`config.mk`:
```
export PLATFORM = sky130hd
export DESIGN_NAME = ossc_top
export DESIGN_NICKNAME = d
export VERILOG_FILES = /design/src/logic/ossc_pkg.sv /design/src/logic/ossc_top.sv /design/src/logic/osd_overlay.sv /design/src/logic/capture_mux.sv /design/src/logic/front_panel.sv /design/src/logic/sys_ctrl_regs.sv /design/src/logic/sys_reset_gen.sv
export SDC_FILE = /design/constraint.sdc
export NUM_CORES = 1
export LEC_CHECK = 0
export ABC_CLOCK_PERIOD_IN_PS = 4550
export BUFFER_PORTS_ARGS = -buffer_cell sky130_fd_sc_hd__buf_2
export CORE_ASPECT_RATIO = 0.9
export CORE_MARGIN = 2
export CORE_UTILIZATION = 50
export CTS_CLUSTER_DIAMETER = 30
export DETAILED_ROUTE_END_ITERATION = 10
export PLACE_DENSITY = 0.75
export SLEW_MARGIN = 20
export SYNTH_ARGS = -nofsm -noshare
export SYNTH_HDL_FRONTEND = slang
export SYNTH_SLANG_ARGS = --single-unit
```
`constraint.sdc`:
```
create_clock -name CLK27_i -period 4.55 [get_ports CLK27_i]
set_clock_uncertainty 0.2 [all_clocks]
set_input_delay 0.455 -clock CLK27_i [delete_from_list [all_inputs] [get_ports CLK27_i]]
set_output_delay 0.455 -clock CLK27_i [all_outputs]
set_load 0.05 [all_outputs]
```
`src/logic/ossc_pkg.sv`:
```
/*
 * Shared types and constants for the scan converter glue logic.
 * Everything runs on the 27 MHz system clock.
 */
`default_nettype none

package ossc_pkg;

    // one pixel with its syncs, as it leaves a receiver
    typedef struct packed {
        logic [7:0] r;
        logic [7:0] g;
        logic [7:0] b;
        logic       hsync;
        logic       vsync;
        logic       de;
    } video_t;

    // bit layout matches the 16-bit control word written by software
    typedef struct packed {
        logic       rsvd15;
        logic       adap_lm;
        logic [1:0] rsvd13_12;
        logic       audmux_sel;
        logic [2:0] rsvd10_8;
        logic       capture_sel;
        logic [3:0] rsvd6_3;
        logic       hdmirx_reset_n;
        logic       isl_reset_n;
        logic       poweron;
    } sys_ctrl_t;

    typedef logic [15:0] ctrl_word_t;

    localparam int BTN_W = 6;

    typedef struct packed {
        logic [BTN_W-1:0] btn;
        logic             ir;
    } controls_t;

    typedef enum logic [1:0] {
        OSD_BLACK,
        OSD_BLUE,
        OSD_YELLOW,
        OSD_WHITE
    } osd_color_t;

    localparam int PO_HOLD_CYCLES = 32;
    localparam int PO_CNT_W       = $clog2(PO_HOLD_CYCLES);
    localparam int LED_HOLD_CYCLES = 200;
    localparam int LED_CNT_W      = 8;

    // board SI fix, red LSB is forced low at the HDMI TX pins
    localparam bit R_LSB_FIX = 1'b1;

    localparam logic [2:0] LED_POWEROFF = 3'b001;

    // indexed by osd_color_t
    localparam logic [23:0] OSD_PALETTE [0:3] = '{
        24'h000000,
        24'h0000ff,
        24'hffff00,
        24'hffffff
    };

endpackage

`default_nettype wire
```
`src/logic/ossc_top.sv`:
```
/*
 * FPGA top level glue on a single 27 MHz clock. Video latency is 4
 * cycles from the ISL input and 5 from the HDMI RX input. Software
 * must wait for cfg_ready_o before the first control write.
 */
`default_nettype none

module ossc_top (
    input  wire                        CLK27_i,
    input  wire                        po_reset_n,
    input  wire                        pll_locked_i,

    input  wire                        cfg_valid_i,
    input  ossc_pkg::ctrl_word_t       cfg_data_i,
    output logic                       cfg_ready_o,

    input  ossc_pkg::video_t           isl_video_i,
    input  ossc_pkg::video_t           hdmirx_video_i,
    input  wire                        osd_enable_i,
    input  ossc_pkg::osd_color_t       osd_color_i,
    output ossc_pkg::video_t           hdmitx_video_o,

    input  wire [ossc_pkg::BTN_W-1:0]  btn_i,
    input  wire                        ir_rx_i,
    input  wire                        resync_strobe_i,
    output ossc_pkg::controls_t        controls_o,
    output logic [2:0]                 led_o,

    output logic                       isl_reset_n_o,
    output logic                       hdmirx_reset_n_o,
    output logic                       audmux_o
);

    logic                sys_rst_n;
    ossc_pkg::sys_ctrl_t ctrl;
    ossc_pkg::video_t    cap_video;

    sys_reset_gen u_sys_reset_gen (
        .CLK27_i      (CLK27_i),
        .po_reset_n   (po_reset_n),
        .pll_locked_i (pll_locked_i),
        .sys_rst_n_o  (sys_rst_n)
    );

    sys_ctrl_regs u_sys_ctrl_regs (
        .CLK27_i     (CLK27_i),
        .po_reset_n  (po_reset_n),
        .sys_rst_n_i (sys_rst_n),
        .cfg_valid_i (cfg_valid_i),
        .cfg_data_i  (cfg_data_i),
        .cfg_ready_o (cfg_ready_o),
        .ctrl_o      (ctrl)
    );

    front_panel u_front_panel (
        .CLK27_i         (CLK27_i),
        .po_reset_n      (po_reset_n),
        .sys_rst_n_i     (sys_rst_n),
        .btn_i           (btn_i),
        .ir_rx_i         (ir_rx_i),
        .resync_strobe_i (resync_strobe_i),
        .ctrl_i          (ctrl),
        .controls_o      (controls_o),
        .led_o           (led_o)
    );

    capture_mux u_capture_mux (
        .CLK27_i        (CLK27_i),
        .po_reset_n     (po_reset_n),
        .sys_rst_n_i    (sys_rst_n),
        .isl_video_i    (isl_video_i),
        .hdmirx_video_i (hdmirx_video_i),
        .capture_sel_i  (ctrl.capture_sel),
        .cap_video_o    (cap_video)
    );

    // capture feeds the output stage directly, no scaler in between
    osd_overlay u_osd_overlay (
        .CLK27_i      (CLK27_i),
        .po_reset_n   (po_reset_n),
        .sys_rst_n_i  (sys_rst_n),
        .video_i      (cap_video),
        .osd_enable_i (osd_enable_i),
        .osd_color_i  (osd_color_i),
        .video_o      (hdmitx_video_o)
    );

    assign isl_reset_n_o    = ctrl.isl_reset_n;
    assign hdmirx_reset_n_o = ctrl.hdmirx_reset_n;
    // the audio mux select pin is active low on the board
    assign audmux_o         = ~ctrl.audmux_sel;

endmodule

`default_nettype wire

```
`src/logic/osd_overlay.sv`:
```
/*
 * Output stage, 2 cycles. OSD enable and colour must be aligned with
 * video_i. Syncs and DE are never touched by the overlay.
 */
`default_nettype none

module osd_overlay (
    input  wire                  CLK27_i,
    input  wire                  po_reset_n,
    input  wire                  sys_rst_n_i,
    input  ossc_pkg::video_t     video_i,
    input  wire                  osd_enable_i,
    input  ossc_pkg::osd_color_t osd_color_i,
    output ossc_pkg::video_t     video_o
);

    ossc_pkg::video_t mix_q;
    ossc_pkg::video_t out_q;

    always_ff @(posedge CLK27_i or negedge po_reset_n) begin
        if (!po_reset_n) begin
            mix_q <= '0;
        end else if (!sys_rst_n_i) begin
            mix_q <= '0;
        end else begin
            if (osd_enable_i) begin
                {mix_q.r, mix_q.g, mix_q.b} <= ossc_pkg::OSD_PALETTE[osd_color_i];
            end else begin
                {mix_q.r, mix_q.g, mix_q.b} <= {video_i.r, video_i.g, video_i.b};
            end
            mix_q.hsync <= video_i.hsync;
            mix_q.vsync <= video_i.vsync;
            mix_q.de    <= video_i.de;
        end
    end

    // second stage replaces the negedge launch toward the transmitter
    always_ff @(posedge CLK27_i or negedge po_reset_n) begin
        if (!po_reset_n) begin
            out_q <= '0;
        end else if (!sys_rst_n_i) begin
            out_q <= '0;
        end else begin
            out_q   <= mix_q;
            out_q.r <= ossc_pkg::R_LSB_FIX ? {mix_q.r[7:1], 1'b0} : mix_q.r;
        end
    end

    assign video_o = out_q;

endmodule

`default_nettype wire

```
`src/logic/capture_mux.sv`:
```
/*
 * Capture source select. Both receivers are assumed to be retimed to
 * the system clock already. ISL latency is 2 cycles, HDMI RX 3 cycles.
 * Switching capture_sel_i mixes pixels of the two sources for a few cycles.
 */
`default_nettype none

module capture_mux (
    input  wire              CLK27_i,
    input  wire              po_reset_n,
    input  wire              sys_rst_n_i,
    input  ossc_pkg::video_t isl_video_i,
    input  ossc_pkg::video_t hdmirx_video_i,
    input  wire              capture_sel_i,
    output ossc_pkg::video_t cap_video_o
);

    ossc_pkg::video_t isl_q;
    ossc_pkg::video_t hdmirx_q1;
    ossc_pkg::video_t hdmirx_q2;
    ossc_pkg::video_t cap_q;

    // input registers, the HDMI RX side keeps its extra stage
    always_ff @(posedge CLK27_i or negedge po_reset_n) begin
        if (!po_reset_n) begin
            isl_q     <= '0;
            hdmirx_q1 <= '0;
            hdmirx_q2 <= '0;
        end else if (!sys_rst_n_i) begin
            isl_q     <= '0;
            hdmirx_q1 <= '0;
            hdmirx_q2 <= '0;
        end else begin
            isl_q     <= isl_video_i;
            hdmirx_q1 <= hdmirx_video_i;
            hdmirx_q2 <= hdmirx_q1;
        end
    end

    // 0 selects the digitizer, 1 the HDMI receiver
    always_ff @(posedge CLK27_i or negedge po_reset_n) begin
        if (!po_reset_n) begin
            cap_q <= '0;
        end else if (!sys_rst_n_i) begin
            cap_q <= '0;
        end else begin
            cap_q <= capture_sel_i ? hdmirx_q2 : isl_q;
        end
    end

    assign cap_video_o = cap_q;

endmodule

`default_nettype wire

```
`src/logic/front_panel.sv`:
```
/*
 * Buttons, IR and resync strobe are treated as asynchronous and pass
 * through two flops each. Buttons and IR idle high.
 * The resync LED lights 3 cycles after a strobe edge, for LED_HOLD_CYCLES.
 */
`default_nettype none

module front_panel (
    input  wire                        CLK27_i,
    input  wire                        po_reset_n,
    input  wire                        sys_rst_n_i,
    input  wire [ossc_pkg::BTN_W-1:0]  btn_i,
    input  wire                        ir_rx_i,
    input  wire                        resync_strobe_i,
    input  ossc_pkg::sys_ctrl_t        ctrl_i,
    output ossc_pkg::controls_t        controls_o,
    output logic [2:0]                 led_o
);

    logic [ossc_pkg::BTN_W-1:0] btn_sync1;
    logic [ossc_pkg::BTN_W-1:0] btn_sync2;
    logic                       ir_sync1;
    logic                       ir_sync2;
    logic                       resync_sync1;
    logic                       resync_sync2;
    logic                       resync_prev;
    logic                       resync_rise;
    logic [ossc_pkg::LED_CNT_W-1:0] led_cnt;

    always_ff @(posedge CLK27_i or negedge po_reset_n) begin
        if (!po_reset_n) begin
            btn_sync1 <= '1;
            btn_sync2 <= '1;
            ir_sync1  <= 1'b1;
            ir_sync2  <= 1'b1;
        end else if (!sys_rst_n_i) begin
            btn_sync1 <= '1;
            btn_sync2 <= '1;
            ir_sync1  <= 1'b1;
            ir_sync2  <= 1'b1;
        end else begin
            btn_sync1 <= btn_i;
            btn_sync2 <= btn_sync1;
            ir_sync1  <= ir_rx_i;
            ir_sync2  <= ir_sync1;
        end
    end

    always_ff @(posedge CLK27_i or negedge po_reset_n) begin
        if (!po_reset_n) begin
            resync_sync1 <= 1'b0;
            resync_sync2 <= 1'b0;
            resync_prev  <= 1'b0;
            led_cnt      <= '0;
        end else if (!sys_rst_n_i) begin
            resync_sync1 <= 1'b0;
            resync_sync2 <= 1'b0;
            resync_prev  <= 1'b0;
            led_cnt      <= '0;
        end else begin
            resync_sync1 <= resync_strobe_i;
            resync_sync2 <= resync_sync1;
            resync_prev  <= resync_sync2;
            // a new edge restarts the stretch
            if (resync_rise) begin
                led_cnt <= ossc_pkg::LED_CNT_W'(ossc_pkg::LED_HOLD_CYCLES);
            end else if (led_cnt != '0) begin
                led_cnt <= led_cnt - 1'b1;
            end
        end
    end

    assign resync_rise = resync_sync2 & ~resync_prev;

    assign controls_o.btn = btn_sync2;
    assign controls_o.ir  = ir_sync2;

    // bit 2 adaptive LM, bit 1 IR idle, bit 0 resync
    assign led_o = ctrl_i.poweron ? {ctrl_i.adap_lm, ir_sync2, (led_cnt != '0)}
                                  : ossc_pkg::LED_POWEROFF;

endmodule

`default_nettype wire

```
`src/logic/sys_ctrl_regs.sv`:
```
/*
 * System control register written over a valid/ready port.
 * Writes are refused while the system reset is active, and the
 * register is cleared for as long as it lasts.
 */
`default_nettype none

module sys_ctrl_regs (
    input  wire                  CLK27_i,
    input  wire                  po_reset_n,
    input  wire                  sys_rst_n_i,
    input  wire                  cfg_valid_i,
    input  ossc_pkg::ctrl_word_t cfg_data_i,
    output logic                 cfg_ready_o,
    output ossc_pkg::sys_ctrl_t  ctrl_o
);

    ossc_pkg::sys_ctrl_t ctrl_q;
    logic                wr_en;

    // always ready once out of reset
    assign cfg_ready_o = sys_rst_n_i;
    assign wr_en       = cfg_valid_i & cfg_ready_o;

    always_ff @(posedge CLK27_i or negedge po_reset_n) begin
        if (!po_reset_n) begin
            ctrl_q <= '0;
        end else if (!sys_rst_n_i) begin
            ctrl_q <= '0;
        end else if (wr_en) begin
            ctrl_q <= ossc_pkg::sys_ctrl_t'(cfg_data_i);
        end
    end

    assign ctrl_o = ctrl_q;

endmodule

`default_nettype wire

```
`src/logic/sys_reset_gen.sv`:
```
/*
 * System reset is released PO_HOLD_CYCLES edges after power-on reset and
 * PLL lock are both present. Losing either asserts it again at once.
 */
`default_nettype none

module sys_reset_gen (
    input  wire  CLK27_i,
    input  wire  po_reset_n,
    input  wire  pll_locked_i,
    output logic sys_rst_n_o
);

    logic [ossc_pkg::PO_CNT_W-1:0] hold_cnt;
    logic                          hold_done;

    always_ff @(posedge CLK27_i or negedge po_reset_n) begin
        if (!po_reset_n) begin
            hold_cnt  <= '0;
            hold_done <= 1'b0;
        end else if (!pll_locked_i) begin
            // lock lost, start the hold over
            hold_cnt  <= '0;
            hold_done <= 1'b0;
        end else if (!hold_done) begin
            if (hold_cnt == ossc_pkg::PO_CNT_W'(ossc_pkg::PO_HOLD_CYCLES - 1)) begin
                hold_done <= 1'b1;
            end else begin
                hold_cnt <= hold_cnt + 1'b1;
            end
        end
    end

    // drop without waiting for an edge
    assign sys_rst_n_o = hold_done & po_reset_n & pll_locked_i;

endmodule

`default_nettype wire

```
* Yosys cells after proc, flatten, opt, wreduce, memory -nomap -nowiden
Index checks and enable logic that the tools add are counted.
Cells by class: add/sub/neg operators 2, magnitude comparators 1, equal/unequal tests 5, mux-type cells 30, bitwise gates (word level) 7, reduce and logical (&&, ||, !) cells 2
Operator list (number):
- two-way mux 27 bit | 7
- two-way mux 24 bit | 3
- binary-select mux 24 bit (select 2 bit) | 1
- two-way mux 15 bit | 2
- two-way mux 8 bit | 3
- two-way mux 5 bit | 3
- two-way mux 6 bit | 2
- two-way mux 1 bit | 8
- nonzero test 8 bit | 1
- subtractor 8 x 1 -> 8 bit, second input constant | 1
- inequality test 2 bit, second input constant | 3
- adder 5 x 1 -> 5 bit, second input constant | 1
- == test 5 bit, second input constant | 1
- AND 1 bit | 4
- greater-or-equal comparator 3 bit, second input constant | 1
- two-way mux 3 bit | 1
- inequality test 3 bit, second input constant | 1
- NOT 2 -> 3 bit | 1
- NOT 1 bit | 2
- AND reduction 2 bit | 1
Word-level totals: register bits after elaboration 199, bits of input ports 85, output and inout bits 41, word-level logic and storage cells 99

* Longest topological paths before layout
word-level depth 6, gate-level depth with buffers 6, mapped depth without buffers 6

* Cells and area by module
From an unflattened synthesis, not the netlist that was laid out.
Second synthesis, totals: cells, all modules 569, area total of the unflattened synthesis 7778.7 µm²
Modules (own cells, without submodules):
- capture_mux | times used 1, cells each 257, area an instance 3766.1 µm², seq. area each 2702.6 µm²
- osd_overlay | times used 1, cells each 139, area an instance 1908.1 µm², seq. area each 1301.2 µm²
- front_panel | times used 1, cells each 93, area an instance 1087.3 µm², seq. area each 643.1 µm²
- sys_ctrl_regs | times used 1, cells each 52, area an instance 703.2 µm², seq. area each 400.4 µm²
- sys_reset_gen | times used 1, cells each 27, area an instance 310.3 µm², seq. area each 150.1 µm²
- ossc_top | times used 1, cells each 1, area an instance 3.8 µm², seq. area each 0.0 µm²

* Least setup slack after synthesis
No wires, ideal clock.
path type reg-to-output, start register u_front_panel.led_cnt[0] in the netlist's numbering, end output port led_o[0], arrival 1.707 ns, data required time 3.895 ns, path slack 2.188 ns, cell stages (with the launch flop) 5, buffers on the path 0, cell sequence dfrtp_1 inv_1 ha_1 nor4b_1 nand3_1
Between the ends: longest elaborated chain between the ends 2
Ends and longest elaborated chain:
- from (decl) | RTL line front_panel.sv:28 | logic [ossc_pkg::LED_CNT_W-1:0] led_cnt;
- from (signal assigned) | RTL line front_panel.sv:66 | led_cnt <= ossc_pkg::LED_CNT_W'(ossc_pkg::LED_HOLD_CYCLES);
- from (signal assigned) | RTL line front_panel.sv:68 | led_cnt <= led_cnt - 1'b1;
- nonzero test 8 bit | RTL line front_panel.sv:79 | assign led_o = ctrl_i.poweron ? {ctrl_i.adap_lm, ir_sync2, (led_cnt != '0)}
- two-way mux 3 bit | RTL line front_panel.sv:79
- to (decl) | RTL line ossc_top.sv:27 | output logic [2:0] led_o,
Every way passes these cells.

* Worst setup path after layout
start input port po_reset_n, end output port cfg_ready_o
Between the ends: longest elaborated chain between the ends 2
Ends and longest elaborated chain:
- from (decl) | RTL line ossc_top.sv:10 | input wire po_reset_n,
- AND 1 bit (2 in a row) | RTL line sys_reset_gen.sv:35 | assign sys_rst_n_o = hold_done & po_reset_n & pll_locked_i;
- to (decl) | RTL line ossc_top.sv:15 | output logic cfg_ready_o,
Every way passes these cells.

==> metrics.yaml <==
timing:
  rsz0062_at_grt: "no"
  whs_ns: 0.0235
  max_frequency_mhz: 325
  max_slew.worst_pin.slew_ns: 0.922
  final_period_minus_worst_setup_slack_ns: 3.07
  timing.final.ws_setup_ns: 1.48
  setup_violations: 0
  min_period_over_period_pct: 67.6
  final-hold-violation-count: 0
  worst_case_headroom_to_the_max_slew_limit_pct: 38.6
  fin_tns_setup_ns: 0
  final-max-slew-violation-count: 0
floorplanning:
  floorplan.die_area_sq_um: 14700
  die-height_um: 115
  start_util_pct: 51.3
  placementRows: 40
  core_area_sq_um: 13400
  num_io_pins: 126
  die_width_um: 128
placed_design:
  place_congestion: 0.753
  placedCellCount: 781
  dp_slack_ns: 1.97
  io_buffer_count: 112
  place.detailed.hpwl_um: 7110
route:
  routed_via_density: 4.66
  wl_per_cell_um: 13.6
  vias: 3798
  remaining_antenna_violation_count_after_routing: 0
  wl_final_um: 11100
  remaining_drcs: 0
  drtIter0Drc: 226
  drt_pass1_iterations: 4
synth:
  synth_top_cell_by_area: "sky130_fd_sc_hd__dfrtp_1"
  synthesis.nets: 613
  netlist-cell-type-count: 39
  synth.mux.area_fraction_pct: 4.80
  yosysSeqAreaShare_pct: 70.4
  synth_top_family_by_area: "simple AND/OR/NAND/NOR gates"
  synth.top_cell.area_share_pct: 65.1
  mappedNetlistArea_sq_um: 6880
  synth_area_per_cell_sq_um: 13.1
  synth_ff_type: "sky130_fd_sc_hd__dfrtp_1"
  synth_adder_area_share_pct: 0.546
  postSynthCellCount: 525
  synth_most_common_cell: "sky130_fd_sc_hd__dfrtp_1"
  synth_warnings: 0
  synth_edf_count: 0
  synth_compound_gate_area_share_pct: 3.35
  register_bit_count_reported_by_yosys: 193
  asyncSetResetFlopFracSynth_pct: 100
  synth_xor_xnor_area_share_pct: 0.255
  yosys-top-cells-area: "sky130_fd_sc_hd__dfrtp_1 65%, sky130_fd_sc_hd__and2_1 10%, sky130_fd_sc_hd__dfstp_2 5.3%, sky130_fd_sc_hd__mux2i_1 4.8%, sky130_fd_sc_hd__nand2b_1 3.5%"
  yosys.area_share.simple_pct: 18.4
  synth_common_cells: "179 x sky130_fd_sc_hd__dfrtp_1, 112 x sky130_fd_sc_hd__and2_1, 38 x sky130_fd_sc_hd__nand2b_1"
worst_setup_path:
  crit_fanout: 57
  critical_path_required_ns: 3.89
  ff2ff_setup_slack_ns: 2.33
  arrival_ns: 2.42
  setup.worst_path.start_class: "input pin"
  setup.worst_path.end_class: "output port"
  worstSetupPathType: "in2out"
cells_and_area:
  design.final.nets: 722
  layout-drive-gt1-share_pct: 25.8
  n_antenna_cell: 0
  fin_cells: 815
  area_growth_syn_to_layout_pct: 19.9
clock_tree:
  tritoncts_num_sinks: 193
  cts.repair_timing.setup_buffer_count: 0
  clockRootBuffer: "sky130_fd_sc_hd__clkbuf_16"
  numCtsBuffers: 17
  max-clock-path-buffers: 2
  cts_resized: 0
  worst_skew_pair.late_latency_ns: 0.42
  clkTransAtPathRegs_ns: 0.07
  cts.htree.levels: 4
  cts_tree: "done"
grt:
  number_of_global_route_vias_before_repair: 3929
  global_route.usage.total_pct: 16.9
  grt_max_degree: 80
  grt_first_pass_wirelength_um: 19000
  initial_antenna_violation_count: 0
  grt_overflow: 0
power_and_ir_drop:
  peakVddDrop_v: 0.000273
  finalPower_w: 0.00343
  power.leakage_nw: 4.07
  power_density_nw_per_um2: 415
run:
  cap_violations: 0
worst_hold_path:
  worst_hold_path_type: "in2reg"
run_status:
  outcome: "finished, final reports clean"
-- final cells by class --
class                      count  area, sq um
clock buffer                  20          457
sequential                   193         4850
multi-input combinational    298         1890
tap                          168          210
fill                        1037         5160
clock inverter                12          203
inverter                       5         18.8
timing repair buffer         119          627
-- through the flow --
step           utilization (%)  instance area (sq um)
2_1_floorplan                -                   6880
3_3_place_gp              56.5                   7570
3_5_place_dp              56.5                   7570
4_1_cts                   61.5                   8250
5_1_grt                   61.5                   8250
6_report                  61.5                   8250
-- power breakdown --
group | switching, W | leakage [nW] | internal, W
combinational | 0.0000493 | 1.10 | 0.0000332
clock | 0.000616 | 0.321 | 0.00101
sequential | 0.00000203 | 2.65 | 0.00172
total | 0.000668 | 4.07 | 0.00276
-- placed cells by master (no fill, tap or decap), drive strengths merged, types with 3 or more instances in the layout --
cell      n
nor3      5
clkbuf   21
dfrtp   179
nand3     4
nor2     36
buf     116
clkinv    4
mux2i    33
dfstp    14
bufinv    5
inv       7
nand2     7
and2    112
o21ai     4
a21oi    30
nand2b   38
ha        3
-- cell families (layout without fill, tap and decap cells) --
kind of cell             after synthesis  in the layout
XOR/XNOR                               2              2
multiplexers                          33             33
flip-flops                           193            193
adder cells (fa/ha/maj)                3              3
other                                  1              1
AO/OA/AOI/OAI                         42             42
buffers and inverters                 34            156
AND/OR/NAND/NOR                      217            217
-- final timing paths --
check,startpoint,to,cells after the start
min reg2reg,u_osd_overlay.mix_q[20]$_DFF_PN0_,u_osd_overlay.video_o[20]$_DFF_PN0_,1
max,po_reset_n,cfg_ready_o,5
min,btn_i[3],u_front_panel.btn_sync1[3]$_DFF_PN1_,2
max in group asynchronous,po_reset_n,u_osd_overlay.video_o[25]$_DFF_PN0_,3
min in group asynchronous,po_reset_n,u_sys_reset_gen.hold_done$_DFF_PN0_,2
max reg2reg,u_sys_reset_gen.hold_done$_DFF_PN0_,u_capture_mux.hdmirx_q1[23]$_DFF_PN0_,4
-- layer usage --
layer  GRT usage, %  up-vias  share of wire (%)
li1               -     1900                  -
met1           22.9     1774                 47
met2           25.8      107                 46
met3           5.40       17                5.9
met4           6.81        0                1.6
met5              0        -                  0
-- registers in the layout (all words and copies together), names as in the netlist, 8 cells and up --
register / flops
u_capture_mux.cap_video_o: 26
u_front_panel.led_cnt: 8
u_osd_overlay.mix_q: 26
u_capture_mux.isl_q: 26
u_capture_mux.hdmirx_q1: 26
u_osd_overlay.video_o: 26
u_capture_mux.hdmirx_q2: 26
-- worst max-delay path: stages --
cell and delay [ns]:
sky130_fd_sc_hd__dlygate4sd3_1 0.54, sky130_fd_sc_hd__clkbuf_8 0.32, sky130_fd_sc_hd__nand3_2 0.12, sky130_fd_sc_hd__inv_2 0.55, sky130_fd_sc_hd__buf_2 0.39
-- what timing repair did --
action                     4_1_cts  5_1_grt
hold buffers                     2        0
hold endpoints to repair        37        0
setup endpoints to repair        0        0
Note: power is estimated with default switching activity, not from simulation.
